## src/verilog/rv_core_config.svh

```systemverilog
`ifndef RV_CORE_CONFIG_SVH
`define RV_CORE_CONFIG_SVH

// Data and address width
`define RV_XLEN 32

// Architectural register count
`define RV_NREGS 32

// First fetch address after reset
`define RV_RESET_PC 32'h0000_0000

// addi x0, x0, 0
`define RV_NOP 32'h0000_0013

`endif

```

## src/verilog/rv_core_pkg.sv

```systemverilog
`include "rv_core_config.svh"

package rv_core_pkg;

    typedef logic [`RV_XLEN-1:0]         word_t;
    typedef logic [$clog2(`RV_NREGS)-1:0] reg_idx_t;

    typedef enum logic [3:0] {
        ALU_ADD,
        ALU_SUB,
        ALU_AND,
        ALU_OR,
        ALU_XOR,
        ALU_SLT,
        ALU_SLL,
        ALU_SRL
    } alu_op_e;

    typedef enum logic {
        WB_ALU,
        WB_MEM
    } wb_sel_e;

    // Operand source, ordered as in the forwarding muxes
    typedef enum logic [1:0] {
        FWD_RF,
        FWD_WB,
        FWD_MEM,
        FWD_EX
    } fwd_sel_e;

    typedef struct packed {
        alu_op_e alu_op;
        logic    alu_src_imm;  // Operand b from immediate
        logic    reg_write;
        logic    mem_read;
        logic    mem_write;
        wb_sel_e wb_sel;
    } ctrl_t;

    typedef struct packed {
        logic  valid;
        word_t pc;
        word_t inst;
    } if_id_t;

    typedef struct packed {
        logic     valid;
        word_t    pc;
        word_t    rs1_data;
        word_t    rs2_data;
        word_t    imm;
        reg_idx_t rs1;
        reg_idx_t rs2;
        reg_idx_t rd;
        ctrl_t    ctrl;
    } id_ex_t;

    typedef struct packed {
        logic     valid;
        word_t    alu_result;  // Also the data address
        word_t    store_data;
        reg_idx_t rd;
        ctrl_t    ctrl;
    } ex_mem_t;

    typedef struct packed {
        logic     valid;
        word_t    alu_result;
        word_t    load_data;
        reg_idx_t rd;
        logic     reg_write;
        wb_sel_e  wb_sel;
    } mem_wb_t;

endpackage

```

## src/verilog/rv_hazard_unit.sv

```systemverilog
`timescale 1ns/1ns

module rv_hazard_unit (
    input  rv_core_pkg::reg_idx_t rs1_id,
    input  rv_core_pkg::reg_idx_t rs2_id,
    input  logic                  is_branch_id,
    input  logic                  branch_taken,
    input  rv_core_pkg::reg_idx_t rs1_ex,
    input  rv_core_pkg::reg_idx_t rs2_ex,
    input  rv_core_pkg::reg_idx_t rd_ex,
    input  logic                  reg_write_ex,
    input  logic                  mem_read_ex,
    input  rv_core_pkg::reg_idx_t rd_mem,
    input  logic                  reg_write_mem,
    input  rv_core_pkg::reg_idx_t rd_wb,
    input  logic                  reg_write_wb,
    output rv_core_pkg::fwd_sel_e fwd_a,
    output rv_core_pkg::fwd_sel_e fwd_b,
    output rv_core_pkg::fwd_sel_e br_fwd_a,
    output rv_core_pkg::fwd_sel_e br_fwd_b,
    output logic                  stall,
    output logic                  flush_if_id,
    output logic                  bubble_id_ex
);
    import rv_core_pkg::*;

    // Producer writes the register a consumer reads; x0 never matches
    function automatic logic hit(reg_idx_t rd, logic we, reg_idx_t rs);
        return we && (rd != '0) && (rd == rs);
    endfunction

    // Execute operands, newest producer first
    function automatic fwd_sel_e ex_pick(reg_idx_t rs);
        if (hit(rd_mem, reg_write_mem, rs)) return FWD_MEM;
        if (hit(rd_wb, reg_write_wb, rs))   return FWD_WB;
        return FWD_RF;
    endfunction

    // Decode operands also see the instruction in execute
    function automatic fwd_sel_e id_pick(reg_idx_t rs);
        if (hit(rd_ex, reg_write_ex, rs)) return FWD_EX;
        return ex_pick(rs);
    endfunction

    assign fwd_a    = ex_pick(rs1_ex);
    assign fwd_b    = ex_pick(rs2_ex);
    assign br_fwd_a = id_pick(rs1_id);
    assign br_fwd_b = id_pick(rs2_id);

    // Load data is not ready until the memory stage
    assign stall = mem_read_ex &&
                   (hit(rd_ex, reg_write_ex, rs1_id) || hit(rd_ex, reg_write_ex, rs2_id));

    assign flush_if_id  = is_branch_id && branch_taken && !stall;
    assign bubble_id_ex = stall;

endmodule

```

## config.mk

```make
export PLATFORM = sky130hd
export DESIGN_NAME = rv_hazard_unit
export DESIGN_NICKNAME = d
export VERILOG_FILES = /design/src/verilog/rv_core_pkg.sv /design/src/verilog/rv_hazard_unit.sv
export VERILOG_INCLUDE_DIRS = /design/src /design/src/verilog
export SDC_FILE = /design/constraint.sdc
export NUM_CORES = 1
export LEC_CHECK = 0
export ABC_AREA = 1
export BUFFER_PORTS_ARGS = -buffer_cell sky130_fd_sc_hd__buf_2
export CAP_MARGIN = 20
export CORE_MARGIN = 2
export CORE_UTILIZATION = 49
export DETAILED_ROUTE_END_ITERATION = 16
export GPL_TIMING_DRIVEN = 0
export PLACE_DENSITY = 0.91
export SLEW_MARGIN = 10
export SYNTH_ARGS = -nofsm -noshare
export SYNTH_HDL_FRONTEND = slang
export SYNTH_SLANG_ARGS = --single-unit
```

## constraint.sdc

```tcl
create_clock -name vclk -period 2.1
set_input_delay 0.315 -clock vclk [all_inputs]
set_output_delay 0.315 -clock vclk [all_outputs]
set_load 0.01 [all_outputs]
```

# Yosys cells after proc, flatten, opt, wreduce, memory -nomap -nowiden
# Index checks and enable logic that the tools add are counted.
# word_totals
regBits	0
input_bits	41
out_inout_bits	11
word_cells	69
# classes
n_eq_ne	10
muxes	38
reduce_logical	21
# ops
op	count
== test 5 bit	10
2-to-1 mux 2 bit	20
2-to-1 mux 1 bit	18
logical AND 1 bit	16
nonzero test 5 bit	3
logical NOT 1 bit	1
logical OR 1 bit	1

# Longest topological paths before layout
# depth
ltp_word	10
ltp_mapped	8
ltp_nobuf	8

# Worst setup path before layout
# OpenSTA, ideal clock, no wires.
# synth_path
path_kind	in2out
from	input port rd_ex[0]
to	output port stall
t_arrival_ps	1133
required_ps	1785
path_slack_ps	652
cell_stages	6
n_path_buf	1
path_cell_list	xnor2_1 > nand2_1 > nor2_2 > nand3_2 > a21boi_1 > buf_4
# synth_between
elab_chain_len	5
# synth_lines
item	line	source
start, declared	rv_hazard_unit.sv:10	input rv_core_pkg::reg_idx_t rd_ex,
nonzero test 5 bit	rv_hazard_unit.sv:29	return we && (rd != '0) && (rd == rs);
logical AND 1 bit (2 in series)	rv_hazard_unit.sv:29	
logical OR 1 bit *	rv_hazard_unit.sv:52	(hit(rd_ex, reg_write_ex, rs1_id) || hit(rd_ex, reg_write_ex, rs2_id));
logical AND 1 bit *	rv_hazard_unit.sv:51	assign stall = mem_read_ex &&
end, declared	rv_hazard_unit.sv:21	output logic stall,
# Mark *: on every way between the ends. The rest lies on a longest branch, timed or not.

# Worst setup path after layout
# Same ends and word-level chain as after synthesis.

==> results.md <==
* Final sequential cell count at 0
* Crit share post-route at 0.784
* WP data arrival at 1330 ps
* Max Slew Vio Count at 0
* Total gr overflow at 0
* First-pass GRT wire length at 3520 um
* CP Capture Type: primary output
* Io pins at 52
* Fmax at between 600 and 700 MHz
* Pwr/cell area at a little over 200 nW/um^2
* Register area share after synthesis at 0
* Worst Tran Pin Value at just over 200 ps
* CP required at 1780 ps
* Mapped Nets at roughly 160
* Vias in the first global route at 855
* Drt wl/cell at 11.6 um
* Outcome: finished clean
* Avg Cell Area, Syn at about 6.6 sq um
* Hold_buf cts at 0
* Core box area at 1520 sq um
* Initial DRC count at 12
* Dpl cells at 179
* Initial cell density of the core at 0.524
* Post-CTS Setup Bufs at 0
* Detail Placement HPWL at 1900 um
* Hold WC Path Type: in -> out
* Port bufs at 42
* Post-Syn Instances at 121
* Max_slew headroom at 0.862
* Nets at 206
* Row cnt at 14
* RSZ-0062 raised after global routing: no
* Most used cell, CP: buf_2
* Max VDD drop at 0.113 mV
* P&R area growth vs syn at 28.8%
* Horiz. Die Dim at 44.4 um
* CP Cell Sequence: buf_2 > xnor2_1 > nand2_1 > nor2_1 > nand3_2 > a21boi_1 > buf_4 > buf_2
* Ys Warns at 0
* Crit-path max FO at 4
* Fin cells at 179
* Setup TNS at 0 ps
* Routed Wire Length at 2080 um
* All-Layer GR Usage at 0.227
* Initial antenna violation count at 0
* Setup violators final at 0
* Setup CP Type: in -> out
* Die Y at 44.4 um
* CP max stage delay at 170 ps
* MaxCap Viol Count at 0
* Post-route DRC violation count at 0
* GP Congestion at 0.838
* Share of layout cells above drive strength 1 at 0.380
* Clock buf count at 0
* Post-cts gate resize count at 0
* N_diodes at 0
* Post-synth cell types at 19
* Final Critical Period at ~1600 ps
* Leading cell type in the layout, fill and taps excluded: buf_2
* Via density per instance at 4.99
* Largest net degree at the start of global routing at 6
* 1st-pass router iterations at 4
* Seq. cell area at 0 sq um
* Post-route ant nets at 0
* CP max-delay cell: a21boi_1
* Die footprint at approximately 2000 sq um
* Commonest non-fill, non-tap cells in the layout: 49 x buf_2, 33 x xnor2_1, 21 x nand2_1, 16 x xor2_1, 14 x nor2_1
* Critical Path Start Type: primary input
* DR vias at slightly below 900
* Cell area after synthesis at 798 sq um
* Static Leak at 0.520 nW
* Hold Vio Cnt, Final at 0
[stage by stage]
stage | hold slack, ps | power, W | utilization | setup slack (ps) | area (sq um)
finish | 901 | 0.000208 | 0.675 | 454 | 1030
global route | 939 | 0.000229 | 0.675 | 334 | 1030
CTS | 902 | 0.000208 | 0.675 | 445 | 1030
detailed placement | 902 | 0.000208 | 0.675 | 451 | 1030
global placement | 891 | 0.000200 | 0.675 | 512 | 1030
floorplan | 712 | 0.000136 | - | 652 | 798
[logic make-up (layout without fill, tap and decap cells)]
kind of cell           Yosys count  count (layout)  share of synthesized area
buffers and inverters           16              58                      0.114
XOR/XNOR                        49              49                      0.538
AO/OA/AOI/OAI                    2               2                     0.0157
AND/OR/NAND/NOR                 54              54                      0.332
[path summary, 6_finish.rpt]
kind | from | endpoint | slack (ps) | cells past startpoint
hold / removal | mem_read_ex | flush_if_id | 900 | 3
setup / recovery | rd_ex[0] | stall | 450 | 8
[synthesized netlist by cell type, drive strengths merged]
master / count / area share
xnor2: 33 / 0.36
nand2: 22 / 0.11
xor2: 16 / 0.18
nor2: 15 / 0.074
buf: 11 / 0.091
nand4: 7 / 0.055
nor3: 6 / 0.056
inv: 5 / 0.024
nand3: 3 / 0.031
a21boi: 1 / 0.0094
a21oi: 1 / 0.0063
nand3b: 1 / 0.0094
[routing by layer]
metal,vias to the layer above,GRT usage,wire [um]
met5,-,0,0
met4,0,0.0303,10
met3,2,0.00816,93
met2,24,0.432,1140
met1,408,0.285,833
li1,459,-,-
[report_power, final]
| part | switching [W] | total (W) | leakage (nW) | internal, W |
|---|---|---|---|---|
| Sequential | 0 | 0 | 0 | 0 |
| Combinational | 0.000106 | 0.000208 | 0.520 | 0.000102 |
| Clock | 0 | 0 | 0 | 0 |
[worst max-delay path: cells and delay by family]
family,cells,cell delay (ps)
buf+inv,3,360
compound gates,1,170
simple gates,3,330
xor+xnor,1,150
[area by class of cell]
type / instances / area [sq um]
tap: 16 / 20.0
fill: 132 / 495
inverter: 5 / 18.8
timing repair buffer: 42 / 210
multi-input combinational: 105 / 707
buffer: 11 / 72.6
No activity file was read; power rests on OpenSTA's default activity.
