[config.mk]
export PLATFORM = sky130hd
export DESIGN_NAME = rv_alu
export DESIGN_NICKNAME = d
export VERILOG_FILES = /design/src/verilog/rv_core_pkg.sv /design/src/verilog/rv_alu.sv
export VERILOG_INCLUDE_DIRS = /design/src /design/src/verilog
export SDC_FILE = /design/constraint.sdc
export NUM_CORES = 1
export LEC_CHECK = 0
export BUFFER_PORTS_ARGS = -buffer_cell sky130_fd_sc_hd__buf_2
export CORE_ASPECT_RATIO = 0.6
export CORE_MARGIN = 3
export CORE_UTILIZATION = 31
export DETAILED_ROUTE_END_ITERATION = 10
export PLACE_DENSITY = 0.46
export SLEW_MARGIN = 20
export SYNTH_ARGS = -nofsm -noshare
export SYNTH_HDL_FRONTEND = slang
export SYNTH_SLANG_ARGS = --single-unit
[constraint.sdc]
create_clock -name vclk -period 5.8
set_input_delay 1.16 -clock vclk [all_inputs]
set_output_delay 1.16 -clock vclk [all_outputs]
set_load 0.02 [all_outputs]
[src/verilog/rv_core_config.svh]
`ifndef RV_CORE_CONFIG_SVH
`define RV_CORE_CONFIG_SVH

// Data and address width
`define RV_XLEN 32

// Architectural register count
`define RV_NREGS 32

// First fetch address after reset
`define RV_RESET_PC 32'h0000_0000

// addi x0, x0, 0
`define RV_NOP 32'h0000_0013

`endif

[src/verilog/rv_core_pkg.sv]
`include "rv_core_config.svh"

package rv_core_pkg;

    typedef logic [`RV_XLEN-1:0]         word_t;
    typedef logic [$clog2(`RV_NREGS)-1:0] reg_idx_t;

    typedef enum logic [3:0] {
        ALU_ADD,
        ALU_SUB,
        ALU_AND,
        ALU_OR,
        ALU_XOR,
        ALU_SLT,
        ALU_SLL,
        ALU_SRL
    } alu_op_e;

    typedef enum logic {
        WB_ALU,
        WB_MEM
    } wb_sel_e;

    // Operand source, ordered as in the forwarding muxes
    typedef enum logic [1:0] {
        FWD_RF,
        FWD_WB,
        FWD_MEM,
        FWD_EX
    } fwd_sel_e;

    typedef struct packed {
        alu_op_e alu_op;
        logic    alu_src_imm;  // Operand b from immediate
        logic    reg_write;
        logic    mem_read;
        logic    mem_write;
        wb_sel_e wb_sel;
    } ctrl_t;

    typedef struct packed {
        logic  valid;
        word_t pc;
        word_t inst;
    } if_id_t;

    typedef struct packed {
        logic     valid;
        word_t    pc;
        word_t    rs1_data;
        word_t    rs2_data;
        word_t    imm;
        reg_idx_t rs1;
        reg_idx_t rs2;
        reg_idx_t rd;
        ctrl_t    ctrl;
    } id_ex_t;

    typedef struct packed {
        logic     valid;
        word_t    alu_result;  // Also the data address
        word_t    store_data;
        reg_idx_t rd;
        ctrl_t    ctrl;
    } ex_mem_t;

    typedef struct packed {
        logic     valid;
        word_t    alu_result;
        word_t    load_data;
        reg_idx_t rd;
        logic     reg_write;
        wb_sel_e  wb_sel;
    } mem_wb_t;

endpackage

[src/verilog/rv_alu.sv]
`timescale 1ns/1ns

module rv_alu (
    input  rv_core_pkg::alu_op_e op,
    input  rv_core_pkg::word_t   a,
    input  rv_core_pkg::word_t   b,
    output rv_core_pkg::word_t   result
);
    import rv_core_pkg::*;

    logic [4:0] shamt;

    assign shamt = b[4:0];

    always_comb begin
        case (op)
            ALU_ADD: result = a + b;
            ALU_SUB: result = a - b;
            ALU_AND: result = a & b;
            ALU_OR:  result = a | b;
            ALU_XOR: result = a ^ b;
            ALU_SLT: result = word_t'($signed(a) < $signed(b));
            ALU_SLL: result = a << shamt;
            ALU_SRL: result = a >> shamt;  // Logical, no sra
            default: result = a + b;
        endcase
    end

endmodule

Word-level counts from Yosys, hierarchy flattened
Cells that the tools add are included.
- flip-flop bits (word level): 0
- bits in latches: 0
- memory bits (writable): 0
- bits in read-only memories: 0
- input bits: 68
- output and inout bits: 32
- word-level logic and storage cells: 16
- memories: 0
- $add $sub $neg: 2
- multipliers: 0
- divide/modulo/power cells: 0
- magnitude comparators: 1
- equality and inequality tests: 7
- shift operators: 2
- muxes and demuxes: 1
- bitwise gates (word level): 3
- reduce and logical (&&, ||, !) cells: 0
- operator list (kind ; number):
    one-hot mux 32 bit (7 select lines) ; 1
    adder 32 bit ; 1
    AND 32 bit ; 1
    less-than comparator 32 bit ; 1
    OR 32 bit ; 1
    left shift 32 x 5 -> 32 bit ; 1
    right shift 32 x 5 -> 32 bit ; 1
    subtractor 32 bit ; 1
    XOR 32 bit ; 1
    equality test 4 x 3 -> 1 bit (second input constant) ; 4
    equality test 4 x 2 -> 1 bit (second input constant) ; 2
    equality test 4 x 1 -> 1 bit (second input constant) ; 1

Longest topological paths before layout
Gate-level depths: netlist of the first run.
- depth after elaboration: 2
- gate-level depth with buffers: 16
- gate-level depth less buffers: 12

Least setup slack after synthesis of the first run
OpenSTA, ideal clock, no wires.
- kind: input to output
- start point: input b[2]
- end point: output result[31]
- arrival: 4530 ps
- required time: 4640 ps
- slack: 110 ps
- cell stages on the path: 15
- path buffers: 5
- cell sequence: inv_1 > buf_2 > buf_2 > buf_2 > buf_2 > ha_1 > buf_4 > nor3_1 > nor3_1 > a21oi_2 > a41oi_4 > o2111ai_1 > a21oi_2 > o41a_1 > o32ai_1
- longest elaborated chain between the ends: 2
- elaborated cells on any way between the ends: 5
- those cells by class: 2 x add/sub; 2 x shift; 1 x mux
- RTL lines (what ; RTL line ; text):
    from (decl) ; rv_alu.sv:6 ; input rv_core_pkg::word_t b,
    adder 32 bit (tied with other cells) ; rv_alu.sv:17, rv_alu.sv:25 ;
    one-hot mux 32 bit (7 select lines) (*) ; rv_alu.sv:16 ; case (op)
    to (decl) ; rv_alu.sv:7 ; output rv_core_pkg::word_t result
Every way passes the cells marked *; elsewhere a longest branch is shown, timed or not.

Worst setup path after layout of the first run
- start point: input a[0]
- end point: output result[12]
- longest elaborated chain between the ends: 2
- elaborated cells on any way between the ends: 5
- those cells by class: 2 x add/sub; 2 x shift; 1 x mux
- RTL lines (what ; RTL line ; text):
    from (decl) ; rv_alu.sv:5 ; input rv_core_pkg::word_t a,
    adder 32 bit (tied with other cells) ; rv_alu.sv:17, rv_alu.sv:25 ;
    one-hot mux 32 bit (7 select lines) (*) ; rv_alu.sv:16 ;
Marked as above.

==> results of run 1 <==
-- cell families (layout without fill, tap and decap cells) --
logic type / Yosys count / count (layout)
AO/OA/AOI/OAI: 482 / 482
XOR/XNOR: 3 / 3
adder cells (fa/ha/maj): 99 / 99
buffers and inverters: 202 / 261
AND/OR/NAND/NOR: 369 / 369
multiplexers: 95 / 95
-- synthesized netlist by cell type, drive strengths merged, types with 15 or more instances --
library cell  instances  area (um2)
nand2               105       394.1
a21oi               115       586.8
o211ai               15       112.6
nor3                 32       160.2
clkbuf               58       217.7
o21ai                98       490.5
mux4                 25       563.0
nor2                135       506.7
buf                  41       225.2
nand3                20       100.1
o22ai                16       100.1
a22oi                25       187.7
mux2i                56       560.5
inv                 103       386.6
a211oi               28       215.2
ha                   97        1214
a221oi               20       181.4
nor2b                16       100.1
-- cell usage in the layout, fill, tap and decap left out, drive strengths merged, types with 15 or more instances in the layout --
master  Yosys  final
nor3       32     32
o21ai      98     98
nand3      20     20
a21oi     115    115
nor2b      16     16
mux4       25     25
a211oi     28     28
buf        41    158
o22ai      16     16
inv       103    103
o211ai     15     15
mux2i      56     56
nor2      135    135
a221oi     20     20
ha         97     97
a22oi      25     25
nand2     105    105
-- through the flow --
stage / setup WS (ns) / power (mW) / cells / hold WS (ns) / cell area [um2]
after floorplan: 0.1098 / 0.6591 / 1250 / 2.686 / 8374
after global placement: 0.2906 / 1.055 / 1661 / 2.921 / 9350
after CTS: 0.2783 / 1.049 / 1661 / 2.925 / 9350
after global routing: 0.05549 / 1.155 / 1661 / 2.999 / 9360
after detailed placement: 0.2989 / 1.044 / 1661 / 2.926 / 9350
final: 0.2489 / 1.091 / 1661 / 2.928 / 9360
-- routing by layer --
layer  track usage, %  routed length, um  vias to the layer above
met5                0                  0                        -
met1            47.97              21440                     5176
li1                 -                  -                     4798
met4            1.520                306                        0
met3            10.26               6806                       23
met2            37.51              16460                      745
-- layout make-up --
type               instances  share of cell area [%]
multi-input cells       1048                   80.87
repair buffers           158                   10.29
well taps                352                   4.705
inverters                103                   4.130
-- worst max path at each step --
stage / from / end / slack, ns / cells past startpoint
3_5_place_dp: a[0] / result[22] / 0.30 / 14
3_3_place_gp: a[0] / result[26] / 0.29 / 15
4_1_cts: a[0] / result[26] / 0.28 / 15
5_1_grt: a[0] / result[16] / 0.06 / 14
2_1_floorplan: b[2] / result[31] / 0.11 / 15
6_report: a[0] / result[12] / 0.25 / 16
-- report_power, final --
part	switching [mW]	internal, mW	leakage, nW
clock network	0	0	0
registers	0	0	0
logic	0.717	0.374	4.12
total	0.717	0.374	4.12
-- timing repair --
| action | in CTS | in global routing |
|---|---|---|
| hold buffers | 0 | 0 |
| gates resized for setup | 0 | 2 |
| setup endpoints to repair | 0 | 1 |
==> results.md, run 1 <==
* Gp weighted congestion at between 1 and 1.5
* Outcome: completed
* Critical Path Slowest Stage Cell: fa_1
* Net Count, Synth at 1417
* CLK BUF at 0
* Pleak at roughly 4 nW
* Cell Pwr Density at 116.6 nW/um2
* Largest net degree at the start of global routing at 65
* Critical path, cell by cell: buf_2 > inv_1 > ha_1 > fa_1 > nor2_1 > o311ai_1 > buf_4 > a21oi_1 > o21bai_2 > buf_4 > o21ba_2 > o21bai_1 > nor2_1 > a211oi_1 > o211ai_1 > buf_2
* Slew Limit Fails at 0
* Worst Hold Path EP: result[0]
* Utilization after layout at between 30% and 40%
* Post-Syn Instances at 1250
* Wire per inst at ~27 um
* Area of the multi-input gates at about 7600 um2
* RSZ-0062 raised after global routing: false
* Hold Fails Final Rpt at 0
* Postcts setup bufs at 0
* Die area at 29090 um2
* Via density at 6.467
* Routed Antenna Nets at 0
* Critical path endpoint category: output pin
* Tcrit/Tclk final at approximately 96%
* WP buf/inv at 5
* Fraction of layout cells with a size suffix above 1 at 17.27%
* Post-Synth Adder-Cell Area at around 15%
* Synth Area in Compound Gates at 39.50%
* Delay-heaviest family, CP: compound AO/OA/AOI/OAI gates
* Netlist Area Pre-Place at about 8400 um2
* Fin crit period at 5.551 ns
* Gr ovfl total at 0
* Synth Area in XOR/XNOR at 0.3138%
* CP startpoint kind: input port
* Diodes inserted at 0
* Worst vdd ir at 0.04655 mV
* YS warnings at 0
* Final setup fails at 0
* Least-Margin Pin Slew at between 1 and 1.5 ns
* Max_slew headroom at between 20% and 30%
* Layout area overhead at 11.77%
* Sequential cell area at 0 um2
* Die Wd at around 220 um
* Core ar. at 25900 um2
* Vias in the first global route at between 9000 and 10000
* Fraction of the mapped netlist area in simple logic gates at about a fifth
* Initial DRC Count at 1837
* Post-Route WL at around 45000 um
* Starting Density at between 30% and 40%
* Achievable frequency at ~0.18 GHz
* Ports at 100
* Critical path type: input port to output pin
* Cell Rows at 45
* Initial antenna violation count at 0
* Mean Syn Cell Area at about 6.7 um2
* Max stage delay on crit path at 0.43 ns
* Worst Path Arrival at 4.39 ns
* Vias at 10740
* All-Layer GR Usage at roughly 30%
* Mux contribution to synthesized area at approximately 15%
* Drt drc at 0
* Max cap viols at 0
* Hold crit path type: input port to output pin
* Seq/Total Area, Yosys at 0%
* Sequential cells at 0
* Hold path start: op[2]
* Synth unique cells at between 80 and 90
* Worst Path Max Fanout at 4
* Pre-antenna DRT Iters at 6
* Main combinational cell family by area after synthesis: compound AO/OA/AOI/OAI gates
* Final Net Count at approximately 1500
* Number of buffers added on ports at 100
* Worst Hold Depth at 5
* Die Height at 133.3 um
* CP Data Required Time at 4.64 ns
* Fillers at approximately 2900
* First-pass GRT wire length at 65560 um
* DP HPWL at ~36000 um
* Setup TNS at 0 ns
Power figures use the tool's default switching activity.
==> run 2, diff against run 1 <==
Settings changed: ABC_AREA set to 1, PLACE_DENSITY 0.46 to 0.45, RECOVER_POWER set to 100.
==> results.md, run 2 <==
* Outcome: completed (unchanged)
* Worst Path Max Fanout at 37 (was 4)
* Hold Fails Final Rpt at 0 (unchanged)
* Slew Limit Fails at 0 (unchanged)
* Layout area overhead at 6.556% (was 11.77%)
* CLK BUF at 0 (unchanged)
* Seq/Total Area, Yosys at 0% (unchanged)
* Starting Density at 32.13% (was 32.33%)
* Hold path start: op[3] (was op[2])
* Vias in the first global route at 11550 (was 9598)
* CP Data Required Time at 4.64 ns (about the same)
* Area leader, netlist: nand2_1 (was ha_1)
* Setup WS pre-CTS at 0.9358 ns (was 0.2989 ns)
* Diodes inserted at 0 (unchanged)
* Critical path endpoint category: output pin (unchanged)
* YS warnings at 0 (unchanged)
* Sequential cell area at 0 um2 (unchanged)
* Synth unique cells at 45 (was 85)
* Net Count, Synth at 2202 (was 1417)
* Post-Route WL at 53920 um (was 45010 um)
* Least-Margin Pin Slew at 0.8875 ns (was 1.133 ns)
* Final setup fails at 0 (unchanged)
* Critical path type: input port to output pin (unchanged)
* Worst Path Arrival at 4.10 ns (was 4.39 ns)
* CP startpoint kind: input port (unchanged)
* Number of buffers added on ports at 100 (unchanged)
* Largest net degree at the start of global routing at 74 (was 65)
* Cell Pwr Density at 105.2 nW/um2 (was 116.6 nW/um2)
* DP HPWL at 45300 um (was 36100 um)
* Die Height at 143.9 um (was 133.3 um)
* Vias at 13460 (was 10740)
* Initial antenna violation count at 0 (unchanged)
* Via density at 5.454 (was 6.467)
* Post-Syn Instances at 2035 (was 1250)
* Setup TNS at 0 ns (unchanged)
* Max cap viols at 0 (unchanged)
* RSZ-0062 raised after global routing: false (unchanged)
* Final worst slack at 0.5378 ns (was 0.2489 ns)
* Top cells by count, synth: 646 x nand2_1, 424 x nand3_1, 302 x inv_1 (was 135 x nor2_1, 112 x a21oi_1, 105 x nand2_1)
* Wire per inst at 21.86 um (was 27.10 um)
* Max_slew headroom at 40.63% (was 24.37%)
* Tcrit/Tclk final at 90.73% (was 95.71%)
* Worst Setup SP: b[2] (was a[0])
* Gp weighted congestion at 1.006 (was 1.011)
* Cell Rows at 49 (was 45)
* Fin crit period at 5.262 ns (was 5.551 ns)
* Postcts setup bufs at 0 (unchanged)
* Drt drc at 0 (unchanged)
* Commonest non-fill, non-tap cell in the layout: nand2_1 (was nor2_1)
* Initial DRC Count at 1840 (was 1837)
* Worst vdd ir at 0.04227 mV (was 0.04655 mV)
* Achievable frequency at 0.1900 GHz (was 0.1801 GHz)
* Routed Antenna Nets at 0 (unchanged)
* Die area at 33950 um2 (was 29090 um2)
* Hold crit path type: input port to output pin (unchanged)
* Pleak at 5.983 nW (was 4.123 nW)
* Fraction of layout cells with a size suffix above 1 at 6.168% (was 17.27%)
* Fillers at 3692 (was 2882)
* Die Wd at 235.9 um (was 218.2 um)
* Mean Syn Cell Area at 4.830 um2 (was 6.699 um2)
* Hold Buf Count CTS at 0 (unchanged)
* Core ar. at 30590 um2 (was 25900 um2)
* Most frequent cell after synthesis: nand2_1 (was nor2_1)
* Gr ovfl total at 0 (unchanged)
* Netlist Area Pre-Place at 9828 um2 (was 8374 um2)
* Top post-synthesis cells by area: nand2_1 25%, nand3_1 22%, ha_1 12%, inv_1 12%, nor2_1 7.3% (was ha_1 14%, mux4_2 6.7%, a21oi_1 6.7%, mux2i_1 6.7%, nor2_1 6.1%)
* All-Layer GR Usage at 30.08% (was 29.56%)
* Area share of the largest cell type after synthesis at 24.67% (was 14.49%)
* First-pass GRT wire length at 76960 um (was 65560 um)
* Commonest non-fill, non-tap cells in the layout: 646 x nand2_1, 424 x nand3_1, 301 x inv_1, 190 x nor2_1, 97 x ha_1 (was 133 x nor2_1, 112 x a21oi_1, 105 x nand2_1, 99 x inv_1, 99 x buf_2)
* Ports at 100 (unchanged)
* Post-cts sizing count at 0 (unchanged)
* Final Net Count at 2228 (was 1478)
* Pre-antenna DRT Iters at 6 (unchanged)
* Sequential cells at 0 (unchanged)
-- run 2: cell types whose count changed after synthesis, moves of 21 or more --
cell      change
a211oi_1     -27
o21ai_0      -45
inv_1       +203
a22oi_1      -25
nor3_1       -21
nor2_1       +55
nand3_1     +404
a21oi_1      -46
buf_2        +23
nand4_1      +30
nand2_1     +541
mux4_2       -25
mux2i_1      -56
clkbuf_1     -38
-- run 2: critical path, cell delays in order --
cell and delay (ns):
buf_2 0.11, inv_2 0.06, clkbuf_2 0.50, clkbuf_2 0.76, nand3_1 0.16, nand2_1 0.23, o21ai_0 0.27, o211ai_1 0.43
nand2_1 0.10, inv_1 0.06, clkbuf_1 0.22
-- run 2: layout make-up --
type	instances	area [um2]	share of cell area, %
Multi-Input combinational cell	1628	8169	78.01
Inverter	316	1194	11.40
Tap cell	408	510.5	4.875
Timing Repair Buffer	115	599.3	5.723
-- run 2: worst paths after layout --
kind / end / slack [ns] / cells after the start
worst max-delay path: result[1] / 0.54 / 11
worst min-delay path: result[0] / 2.87 / 4
-- run 2: metrics by stage --
| step | power [mW] | hold slack, ns | utilization [%] | cell area [um2] | cells |
|---|---|---|---|---|---|
| 6_report | 1.102 | 2.871 | 34.23 | 10470 | 2467 |
| 5_1_grt | 1.194 | 2.914 | 34.23 | 10470 | 2467 |
| 4_1_cts | 1.075 | 2.795 | 34.36 | 10510 | 2467 |
| 3_5_place_dp | 1.070 | 2.796 | 34.36 | 10510 | 2467 |
| 3_3_place_gp | 1.072 | 2.771 | 34.36 | 10510 | 2467 |
| 2_1_floorplan | 0.7004 | 2.577 | - | 9828 | 2035 |
-- run 2: cells by family (layout without fill, tap and decap cells) --
logic type      after synthesis  count (layout)  share of synthesized area, %
compound gates              166             166                         9.523
xor+xnor                     11              11                        0.9802
fa+ha+maj                    99              99                         12.76
buf+inv                     407             431                         16.88
simple gates               1352            1352                         59.86
-- run 2: per-layer routing --
| layer | global-route usage, % | wire length (um) | vias up |
|---|---|---|---|
| li1 | - | - | 6564 |
| met1 | 46.85 | 26630 | 6122 |
| met2 | 40.20 | 19910 | 732 |
| met3 | 9.129 | 6530 | 38 |
| met4 | 3.964 | 849 | 0 |
| met5 | 0 | 0 | - |
-- run 2: power by group --
part / switching, mW / internal (mW)
logic: 0.807 / 0.295
registers: 0 / 0
clock network: 0 / 0
total: 0.807 / 0.295
