===== src/verilog/rv_core_config.svh =====
`ifndef RV_CORE_CONFIG_SVH
`define RV_CORE_CONFIG_SVH

// Data and address width
`define RV_XLEN 32

// Architectural register count
`define RV_NREGS 32

// First fetch address after reset
`define RV_RESET_PC 32'h0000_0000

// addi x0, x0, 0
`define RV_NOP 32'h0000_0013

`endif


===== src/verilog/rv_core_pkg.sv =====
`include "rv_core_config.svh"

package rv_core_pkg;

    typedef logic [`RV_XLEN-1:0]         word_t;
    typedef logic [$clog2(`RV_NREGS)-1:0] reg_idx_t;

    typedef enum logic [3:0] {
        ALU_ADD,
        ALU_SUB,
        ALU_AND,
        ALU_OR,
        ALU_XOR,
        ALU_SLT,
        ALU_SLL,
        ALU_SRL
    } alu_op_e;

    typedef enum logic {
        WB_ALU,
        WB_MEM
    } wb_sel_e;

    // Operand source, ordered as in the forwarding muxes
    typedef enum logic [1:0] {
        FWD_RF,
        FWD_WB,
        FWD_MEM,
        FWD_EX
    } fwd_sel_e;

    typedef struct packed {
        alu_op_e alu_op;
        logic    alu_src_imm;  // Operand b from immediate
        logic    reg_write;
        logic    mem_read;
        logic    mem_write;
        wb_sel_e wb_sel;
    } ctrl_t;

    typedef struct packed {
        logic  valid;
        word_t pc;
        word_t inst;
    } if_id_t;

    typedef struct packed {
        logic     valid;
        word_t    pc;
        word_t    rs1_data;
        word_t    rs2_data;
        word_t    imm;
        reg_idx_t rs1;
        reg_idx_t rs2;
        reg_idx_t rd;
        ctrl_t    ctrl;
    } id_ex_t;

    typedef struct packed {
        logic     valid;
        word_t    alu_result;  // Also the data address
        word_t    store_data;
        reg_idx_t rd;
        ctrl_t    ctrl;
    } ex_mem_t;

    typedef struct packed {
        logic     valid;
        word_t    alu_result;
        word_t    load_data;
        reg_idx_t rd;
        logic     reg_write;
        wb_sel_e  wb_sel;
    } mem_wb_t;

endpackage


===== src/verilog/rv_decoder.sv =====
`timescale 1ns/1ns

module rv_decoder (
    input  rv_core_pkg::word_t    inst,
    output rv_core_pkg::reg_idx_t rs1,
    output rv_core_pkg::reg_idx_t rs2,
    output rv_core_pkg::reg_idx_t rd,
    output rv_core_pkg::word_t    imm,
    output rv_core_pkg::ctrl_t    ctrl,
    output logic                  is_branch,
    output logic                  branch_ne
);
    import rv_core_pkg::*;

    localparam logic [6:0] OPC_OP     = 7'b0110011;
    localparam logic [6:0] OPC_OP_IMM = 7'b0010011;
    localparam logic [6:0] OPC_LOAD   = 7'b0000011;
    localparam logic [6:0] OPC_STORE  = 7'b0100011;
    localparam logic [6:0] OPC_BRANCH = 7'b1100011;

    logic [6:0] opcode;
    logic [2:0] funct3;
    logic [6:0] funct7;
    logic       use_rs1;
    logic       use_rs2;

    assign opcode = inst[6:0];
    assign funct3 = inst[14:12];
    assign funct7 = inst[31:25];

    // Unused source fields read as x0 so they never raise a false hazard
    assign rs1 = use_rs1 ? inst[19:15] : '0;
    assign rs2 = use_rs2 ? inst[24:20] : '0;
    assign rd  = inst[11:7];

    always_comb begin
        ctrl        = '0;
        ctrl.alu_op = ALU_ADD;
        ctrl.wb_sel = WB_ALU;
        is_branch   = 1'b0;
        branch_ne   = 1'b0;
        use_rs1     = 1'b0;
        use_rs2     = 1'b0;
        imm         = {{20{inst[31]}}, inst[31:20]};  // I form
        case (opcode)
            OPC_OP: begin
                use_rs1        = 1'b1;
                use_rs2        = 1'b1;
                ctrl.reg_write = (funct7 == 7'b0000000);
                case (funct3)
                    3'b000: begin
                        ctrl.alu_op    = funct7[5] ? ALU_SUB : ALU_ADD;
                        ctrl.reg_write = (funct7 == 7'b0000000) || (funct7 == 7'b0100000);
                    end
                    3'b001:  ctrl.alu_op = ALU_SLL;
                    3'b010:  ctrl.alu_op = ALU_SLT;
                    3'b100:  ctrl.alu_op = ALU_XOR;
                    3'b101:  ctrl.alu_op = ALU_SRL;
                    3'b110:  ctrl.alu_op = ALU_OR;
                    3'b111:  ctrl.alu_op = ALU_AND;
                    default: ctrl.reg_write = 1'b0;  // sltu
                endcase
            end
            OPC_OP_IMM: begin
                use_rs1          = 1'b1;
                ctrl.alu_src_imm = 1'b1;
                ctrl.reg_write   = 1'b1;
                case (funct3)
                    3'b000:  ctrl.alu_op = ALU_ADD;
                    3'b010:  ctrl.alu_op = ALU_SLT;
                    3'b100:  ctrl.alu_op = ALU_XOR;
                    3'b110:  ctrl.alu_op = ALU_OR;
                    3'b111:  ctrl.alu_op = ALU_AND;
                    default: ctrl.reg_write = 1'b0;  // Immediate shifts, sltiu
                endcase
            end
            OPC_LOAD: begin
                if (funct3 == 3'b010) begin      // lw only
                    use_rs1          = 1'b1;
                    ctrl.alu_src_imm = 1'b1;
                    ctrl.reg_write   = 1'b1;
                    ctrl.mem_read    = 1'b1;
                    ctrl.wb_sel      = WB_MEM;
                end
            end
            OPC_STORE: begin
                imm = {{20{inst[31]}}, inst[31:25], inst[11:7]};
                if (funct3 == 3'b010) begin      // sw only
                    use_rs1          = 1'b1;
                    use_rs2          = 1'b1;
                    ctrl.alu_src_imm = 1'b1;
                    ctrl.mem_write   = 1'b1;
                end
            end
            OPC_BRANCH: begin
                imm = {{19{inst[31]}}, inst[31], inst[7], inst[30:25], inst[11:8], 1'b0};
                if (funct3[2:1] == 2'b00) begin  // beq, bne
                    use_rs1   = 1'b1;
                    use_rs2   = 1'b1;
                    is_branch = 1'b1;
                    branch_ne = funct3[0];
                end
            end
            default: ;  // Anything else is a no-op
        endcase
    end

endmodule


===== config.mk =====
export PLATFORM = sky130hd
export DESIGN_NAME = rv_decoder
export DESIGN_NICKNAME = d
export VERILOG_FILES = /design/src/verilog/rv_core_pkg.sv /design/src/verilog/rv_decoder.sv
export VERILOG_INCLUDE_DIRS = /design/src /design/src/verilog
export SDC_FILE = /design/constraint.sdc
export NUM_CORES = 1
export LEC_CHECK = 0
export BUFFER_PORTS_ARGS = -buffer_cell sky130_fd_sc_hd__buf_2
export CORE_ASPECT_RATIO = 0.75
export CORE_UTILIZATION = 33
export DETAILED_ROUTE_END_ITERATION = 7
export PLACE_DENSITY = 0.87
export SLEW_MARGIN = 20
export SYNTH_ARGS = -nofsm -noshare
export SYNTH_HDL_FRONTEND = slang
export SYNTH_SLANG_ARGS = --single-unit
export TNS_END_PERCENT = 20

===== constraint.sdc =====
create_clock -name vclk -period 2.4
set_input_delay 0.72 -clock vclk [all_inputs]
set_output_delay 0.72 -clock vclk [all_outputs]
set_load 0.02 [all_outputs]

# == After elaboration in Yosys (flattened, before gate mapping) ==
# Cells that the tools add are included.
# totals
input_bits,32
ff_bits,0
output_inout_bits,58
# classes
mux,22
eq_ne,12
reduce_logical,8
# ops
operator,count
12-bit case mux with 2 select lines,1
7-bit by 6-bit == test with 1-bit output (second input constant),3
3-bit case mux with 7 select lines,1
3-bit == test (second input constant),4
1-bit case mux with 3 select lines,4
3-bit case mux with 4 select lines,1
1-bit 2-to-1 mux,10
5-bit 2-to-1 mux,2
4-bit case mux with 2 select lines,1
7-bit by 2-bit == test with 1-bit output (second input constant),1
7-bit by 5-bit == test with 1-bit output (second input constant),1
7-bit == test (second input constant),1
7-bit logical NOT,1
6-bit OR reduction,1
5-bit OR reduction,1
2-bit OR reduction,2
3-bit by 1-bit == test with 1-bit output (second input constant),1
3-bit by 2-bit == test with 1-bit output (second input constant),1
3-bit logical NOT,1
3-bit 2-to-1 mux,1
2-bit logical NOT,1
1-bit case mux with 2 select lines,1
1-bit logical OR,1

# == Logic depth before layout (Yosys ltp) ==
# Gate-level depths: netlist of the first run.
# logic_depth
depth_word,4
ltp_mapped,6
mapped_depth_nobuf,4

# == Least setup slack after synthesis of the first run ==
# OpenSTA, ideal clock, no wires.
# synth_timing
kind,input-to-output
from,in inst[2]
to,out ctrl[2] (netlist name)
n_path_buf,1
cell_stages,5
required_time_ps,1680
t_arrival_ps,2051
path_slack_ps,-371
cell_sequence,and4bb_1 -> and2b_4 -> nand2_1 -> nor3_1 -> buf_4
# synth_rtl
item,line,source
"start, declared",rv_decoder.sv:4,"input rv_core_pkg::word_t inst,"
"end, declared",rv_decoder.sv:9,"output rv_core_pkg::ctrl_t ctrl,"

# == Worst setup path in the final report of the first run ==
# layout_timing
from,in inst[2]
to,out imm[0]
# layout_between
elab_chain_len,2
word_cells_on_any_way,3
classes_between,2 x eq/ne; 1 x mux
# layout_lines
item,line,source
7-bit == test / 7-bit by 6-bit == test with 1-bit output (equally long branches),rv_decoder.sv:45,case (opcode)
12-bit case mux with 2 select lines *,rv_decoder.sv:45,
"end, declared",rv_decoder.sv:8,"output rv_core_pkg::word_t imm,"
# Every way passes the cells marked *; elsewhere a longest branch is shown, timed or not.

==> results of run 1 <==
-- timing repair --
| action | 4_1_cts | 5_1_grt |
|---|---|---|
| cloned | 0 | 0 |
| gates resized for setup | 43 | 14 |
| endpoints found under the hold margin | 0 | 0 |
| pin swaps | 11 | 5 |
| hold buffers | 0 | 0 |
| setup buffers | 1 | 0 |
| endpoints found under the setup margin | 24 | 25 |
-- metrics by stage --
stage          setup TNS [ns]  std cells  hold slack, ns  setup WS [ns]
6_report               -2.084        184           1.674        -0.1403
5_1_grt                -3.023        184           1.690        -0.1584
4_1_cts                -1.557        184           1.671       -0.09036
3_5_place_dp           -2.666        183           1.671        -0.1884
3_3_place_gp           -2.003        183           1.671        -0.1193
2_1_floorplan         -0.1380         96           1.477       -0.06779
-- path summary, 6_finish.rpt --
kind | to | cells past startpoint | start
max | imm[0] | 6 | inst[2]
min | imm[9] | 2 | inst[29]
-- worst max-delay path, delay by kind of cell --
family	cells	cell delay [ns]
buffers and inverters	3	0.35
AND/OR/NAND/NOR	2	0.54
AO/OA/AOI/OAI	1	0.20
-- area by class of cell --
| type | count | area [µm²] |
|---|---|---|
| inverter | 1 | 3.754 |
| multi-input combinational | 60 | 486.7 |
| timing repair buffer | 101 | 654.4 |
| tap | 22 | 27.53 |
| fill | 165 | 616.8 |
-- kinds of logic (layout without fill, tap and decap cells) --
group	Yosys count	after routing
and+or+nand+nor	39	39
buffers and inverters	36	102
AOI/OAI and AO/OA	15	15
muxes	5	5
other	1	1
-- power by group through the flow --
stage	logic, W	registers (W)	clock network [W]
2_1_floorplan	0.000118	0	0
3_3_place_gp	0.000159	0	0
3_5_place_dp	0.000161	0	0
4_1_cts	0.000171	0	0
5_1_grt	0.000194	0	0
6_report	0.000180	0	0
-- metal layers --
metal / up-vias / routed length (µm) / track usage [%]
met3: 10 / 238 / 3.030
met4: 0 / 51 / 3.289
met2: 60 / 1366 / 42.19
met1: 377 / 848 / 23.55
li1: 426 / - / -
met5: - / 0 / 0
-- placed cells by master, fill, tap and decap left out --
master	instances
inv_1	1
buf_6	17
and4_1	1
and2_1	3
nor3_4	1
a21oi_1	4
nand2b_1	3
a22oi_1	1
nand2_1	3
o21bai_1	1
buf_4	17
nand2_2	1
buf_2	67
mux2_2	4
a21oi_2	1
conb_1	1
nor4_4	1
and3_4	1
nor2b_1	2
and2b_4	1
nor2b_4	1
and2_4	8
nor2_1	6
mux2_4	1
a21o_4	1
nand3_2	1
o21ai_2	1
o21ai_0	2
nand3_1	1
and4bb_2	1
a31o_4	1
a31oi_1	1
a32o_1	1
o31ai_2	1
nand4_1	1
and4_4	1
nor2_2	2
==> results.toml, run 1 <==
[critical_path]
endpoint_kind = "output port"
cp_slowest_cell = "and4bb_2"
worstPathRequired_ns = 1.68
crit_chain = "buf_6, and4bb_2, and2b_4, buf_4, a32o_1, buf_6"
cp.arrival_ns = 1.82
crit_path_frequent_cell = "buf_6"
cp-start-kind = "input pin"
max_stage_delay_ns = 0.32
path_class = "input pin to output port"
crit_path_max_fanout = 6

[hold_path]
hold_class = "input pin to output port"

[global_route]
antenna_found_initial = 0
gr-usage-all-layers_pct = 20.82
grt_overflow = 0
grt_pass1_vias = 686
grt_first_pass_wirelength_mm = 3.201
grt_max_degree = 22

[routing]
wl_per_cell_um = 13.61
antenna_left = 0
viasPerCell = 4.745
drcViolationCount = 0
drt_wl_total_mm = 2.504
dr.pass1.iters = 4
num_vias = 873
drt_iter0_markers = 11

[timing]
period_share_pct = 105.8
fmax_mhz = 393.7
setup_ws_ns = -0.1403
hold_viol = 0
rsz0062_at_grt = "yes"
setup_viol = 25
post-route-min-period_ns = 2.540
drv_slew = 0

[yosys]
synth-compound-area-share_pct = 14.78
synthMuxAreaShare_pct = 8.637
synth_area_um2 = 651.9
ys_seq_area_share_pct = 0
synthXorXnorAreaFrac_pct = 0
synth_area_per_cell_um2 = 6.790
synth_top_family_by_area = "buffers and inverters"
post-synth-top-count-cell = "buf_4"
ys_warn_count = 0
netlist_top_cells_area = "buf_4 (38%), and2_1 (11%), mux2_2 (8.6%)"
synthTopCellsByCount = "buf_4 (33), and2_1 (11), nor2_1 (8), a21oi_1 (5), mux2_2 (5)"
synth_nets = 128
synth-simple-area-share_pct = 36.08
synth_top_area_share_pct = 38.00
synth_cells = 96
synth_fa_ha_area_share_pct = 0
synthDistinctLibCells = 31
synth_top_area_cell = "buf_4"

[floorplan]
ios = 90
die_h_um = 40.49
die_w_um = 53.32
initial_core_util_pct = 36.43
core_um2 = 1789
fp-row-count = 13
die_area_um2 = 2159

[power_and_ir_drop]
seq_power_share_pct = 0
pwr-share-clk_pct = 0
switching_share_pct = 58.39
peakVddDrop_uv = 141.5
p_per_area_nw_per_um2 = 153.8
power_w = 0.0001803
p_leak_nw = 0.6400
p_comb_share_pct = 100.0
p_sw_w = 0.0001053
internal_power_w = 0.00007502

[run_status]
violations = "setup timing"
status = "complete, but fails checks"

[placed_design]
dp_hpwl_mm = 1.705
placed_area_um2 = 967.2
gp_congestion = 0.8325
portBuffers = 89

[cells_and_area]
diodes = 0
areaGrowthSynthToFinish_pct = 79.85
register_area_um2 = 0
finalInstanceArea_um2 = 1172
nNetsFinal = 196
nClkBuffers = 0
fin_util_pct = 65.52
n_sequential_cell = 0
drive_gt1_share_pct = 80.25

[job]
maxCapViolations = 0
No activity file was read; power rests on OpenSTA's default activity.
==> inputs of run 2 (changes only) <==
==> constraint.sdc (replaced) <==
create_clock -name vclk -period 2.4
set_input_delay 0.48 -clock vclk [all_inputs]
set_output_delay 0.48 -clock vclk [all_outputs]
set_load 0.02 [all_outputs]
==> run 2 against run 1 <==
  * The run now ends clean
  * Sequential share of layout area stayed put
  * Non-clock buffer count is 11 lower
  * Global-route usage is 6.5 points lower
  * Largest cell class unchanged
  * Setup slack better by 0.40 ns
  * Combinational power is 17% lower
  * Via count is 11% lower
  * Largest power group unchanged
  * First-iteration DRC count is 55% higher
  * Final cell count is 6.0% lower
==> results.toml, run 2 (same netlist as run 1, synthesis figures left out) <==
[power_and_ir_drop]
p_leak_nw = 0.5440
seq_power_share_pct = 0
p_sw_w = 0.00009111
pwr-share-clk_pct = 0
p_comb_share_pct = 100.0
internal_power_w = 0.00005751
peakVddDrop_uv = 109.6
p_per_area_nw_per_um2 = 169.7
switching_share_pct = 61.30

[critical_path]
cp.arrival_ns = 1.66
crit_path_max_fanout = 7
worstPathRequired_ns = 1.92
path_class = "input pin to output port"
cp-start-kind = "input pin"
endpoint_kind = "output port"

[floorplan]
die_area_um2 = 2159
die_h_um = 40.49
core_um2 = 1789
ios = 90
fp-row-count = 13
initial_core_util_pct = 36.43
die_w_um = 53.32

[placed_design]
dp_hpwl_mm = 1.555
placedCellCount = 173
gp_congestion = 0.7569
dpl_worst_slack_ns = 0.2783
portBuffers = 89

[clock_network]
ctsHoldBuffers = 0
postCtsSetupBuffers = 0
postCtsResizedCells = 0

[cells_and_area]
layout_common_cells = "buf_2 (89), and2_1 (11), nor2_1 (8)"
areaGrowthSynthToFinish_pct = 34.36
final_common_cell = "buf_2"
diodes = 0
n_sequential_cell = 0
stdcell_count = 173
drive_gt1_share_pct = 66.23
nNetsFinal = 185
nClkBuffers = 0
register_area_um2 = 0

[timing]
rsz0062_at_grt = "no"
setup_ws_ns = 0.2637
hold_viol = 0
post-route-min-period_ns = 2.136
setup_viol = 0
period_share_pct = 89.01
fin_setup_tns_ns = 0
drv_slew = 0
fmax_mhz = 468.1

[routing]
num_vias = 781
drt_iter0_markers = 17
viasPerCell = 4.514
wl_per_cell_um = 10.31
drt_wl_total_mm = 1.783
antenna_left = 0
dr.pass1.iters = 4
drcViolationCount = 0

[global_route]
antenna_found_initial = 0
gr-usage-all-layers_pct = 14.27
grt_pass1_vias = 508
met1_usage_pct = 20.94
grt_first_pass_wirelength_mm = 2.290
grt_overflow = 0
grt_max_degree = 22
use_met2_pct = 24.69
gr-usage-met3_pct = 0
grt.busiest_layer = "met2"

[run_status]
status = "finished clean"

[hold_path]
hold_class = "input pin to output port"

[job]
maxCapViolations = 0
## run 2: cell types whose count changed in the layout (fill, tap and decap cells not counted), sizes merged
cell | previous run | this run
buf | 101 | 90
## run 2: worst paths after layout
| kind | cells past startpoint | slack, ns | endpoint | startpoint |
|---|---|---|---|---|
| setup / recovery | 6 | 0.26 | rs2[2] | inst[2] |
| hold / removal | 2 | 1.19 | imm[9] | inst[29] |
## run 2: power groups by stage
| stage | combinational (W) | clock (W) | sequential, W |
|---|---|---|---|
| 6_report | 0.000149 | 0 | 0 |
| 5_1_grt | 0.000162 | 0 | 0 |
| 4_1_cts | 0.000149 | 0 | 0 |
| 3_5_place_dp | 0.000149 | 0 | 0 |
| 3_3_place_gp | 0.000148 | 0 | 0 |
| 2_1_floorplan | 0.000117 | 0 | 0 |
## run 2: metal layers
layer / vias to the layer above / part of all wire, % / wire length, µm
met4: 0 / 0 / 0
met2: 40 / 48 / 858
met1: 339 / 44 / 783
li1: 402 / - / -
met3: 0 / 7.9 / 141
met5: - / 0 / 0
## run 2: critical path, stage by stage
cell      delay [ns]
buf_2           0.09
and4bb_1        0.36
and2b_4         0.23
a31o_2          0.20
and2_1          0.13
buf_2           0.16
## run 2: cell type report
class / instances / area [µm²]
fill: 196 / 913.4
tap: 22 / 27.53
timing repair buffer: 90 / 452.9
multi-input combinational: 60 / 391.6
inverter: 1 / 3.754
## run 2: per-stage QoR
step	hold WS [ns]	cell area (µm²)	utilization, %	power, W
floorplan	1.050	651.9	-	0.0001173
global placement	1.191	875.8	48.95	0.0001476
detailed placement	1.192	875.8	48.95	0.0001491
CTS	1.192	875.8	48.95	0.0001493
global route	1.204	875.8	48.95	0.0001617
finish	1.192	875.8	48.95	0.0001486
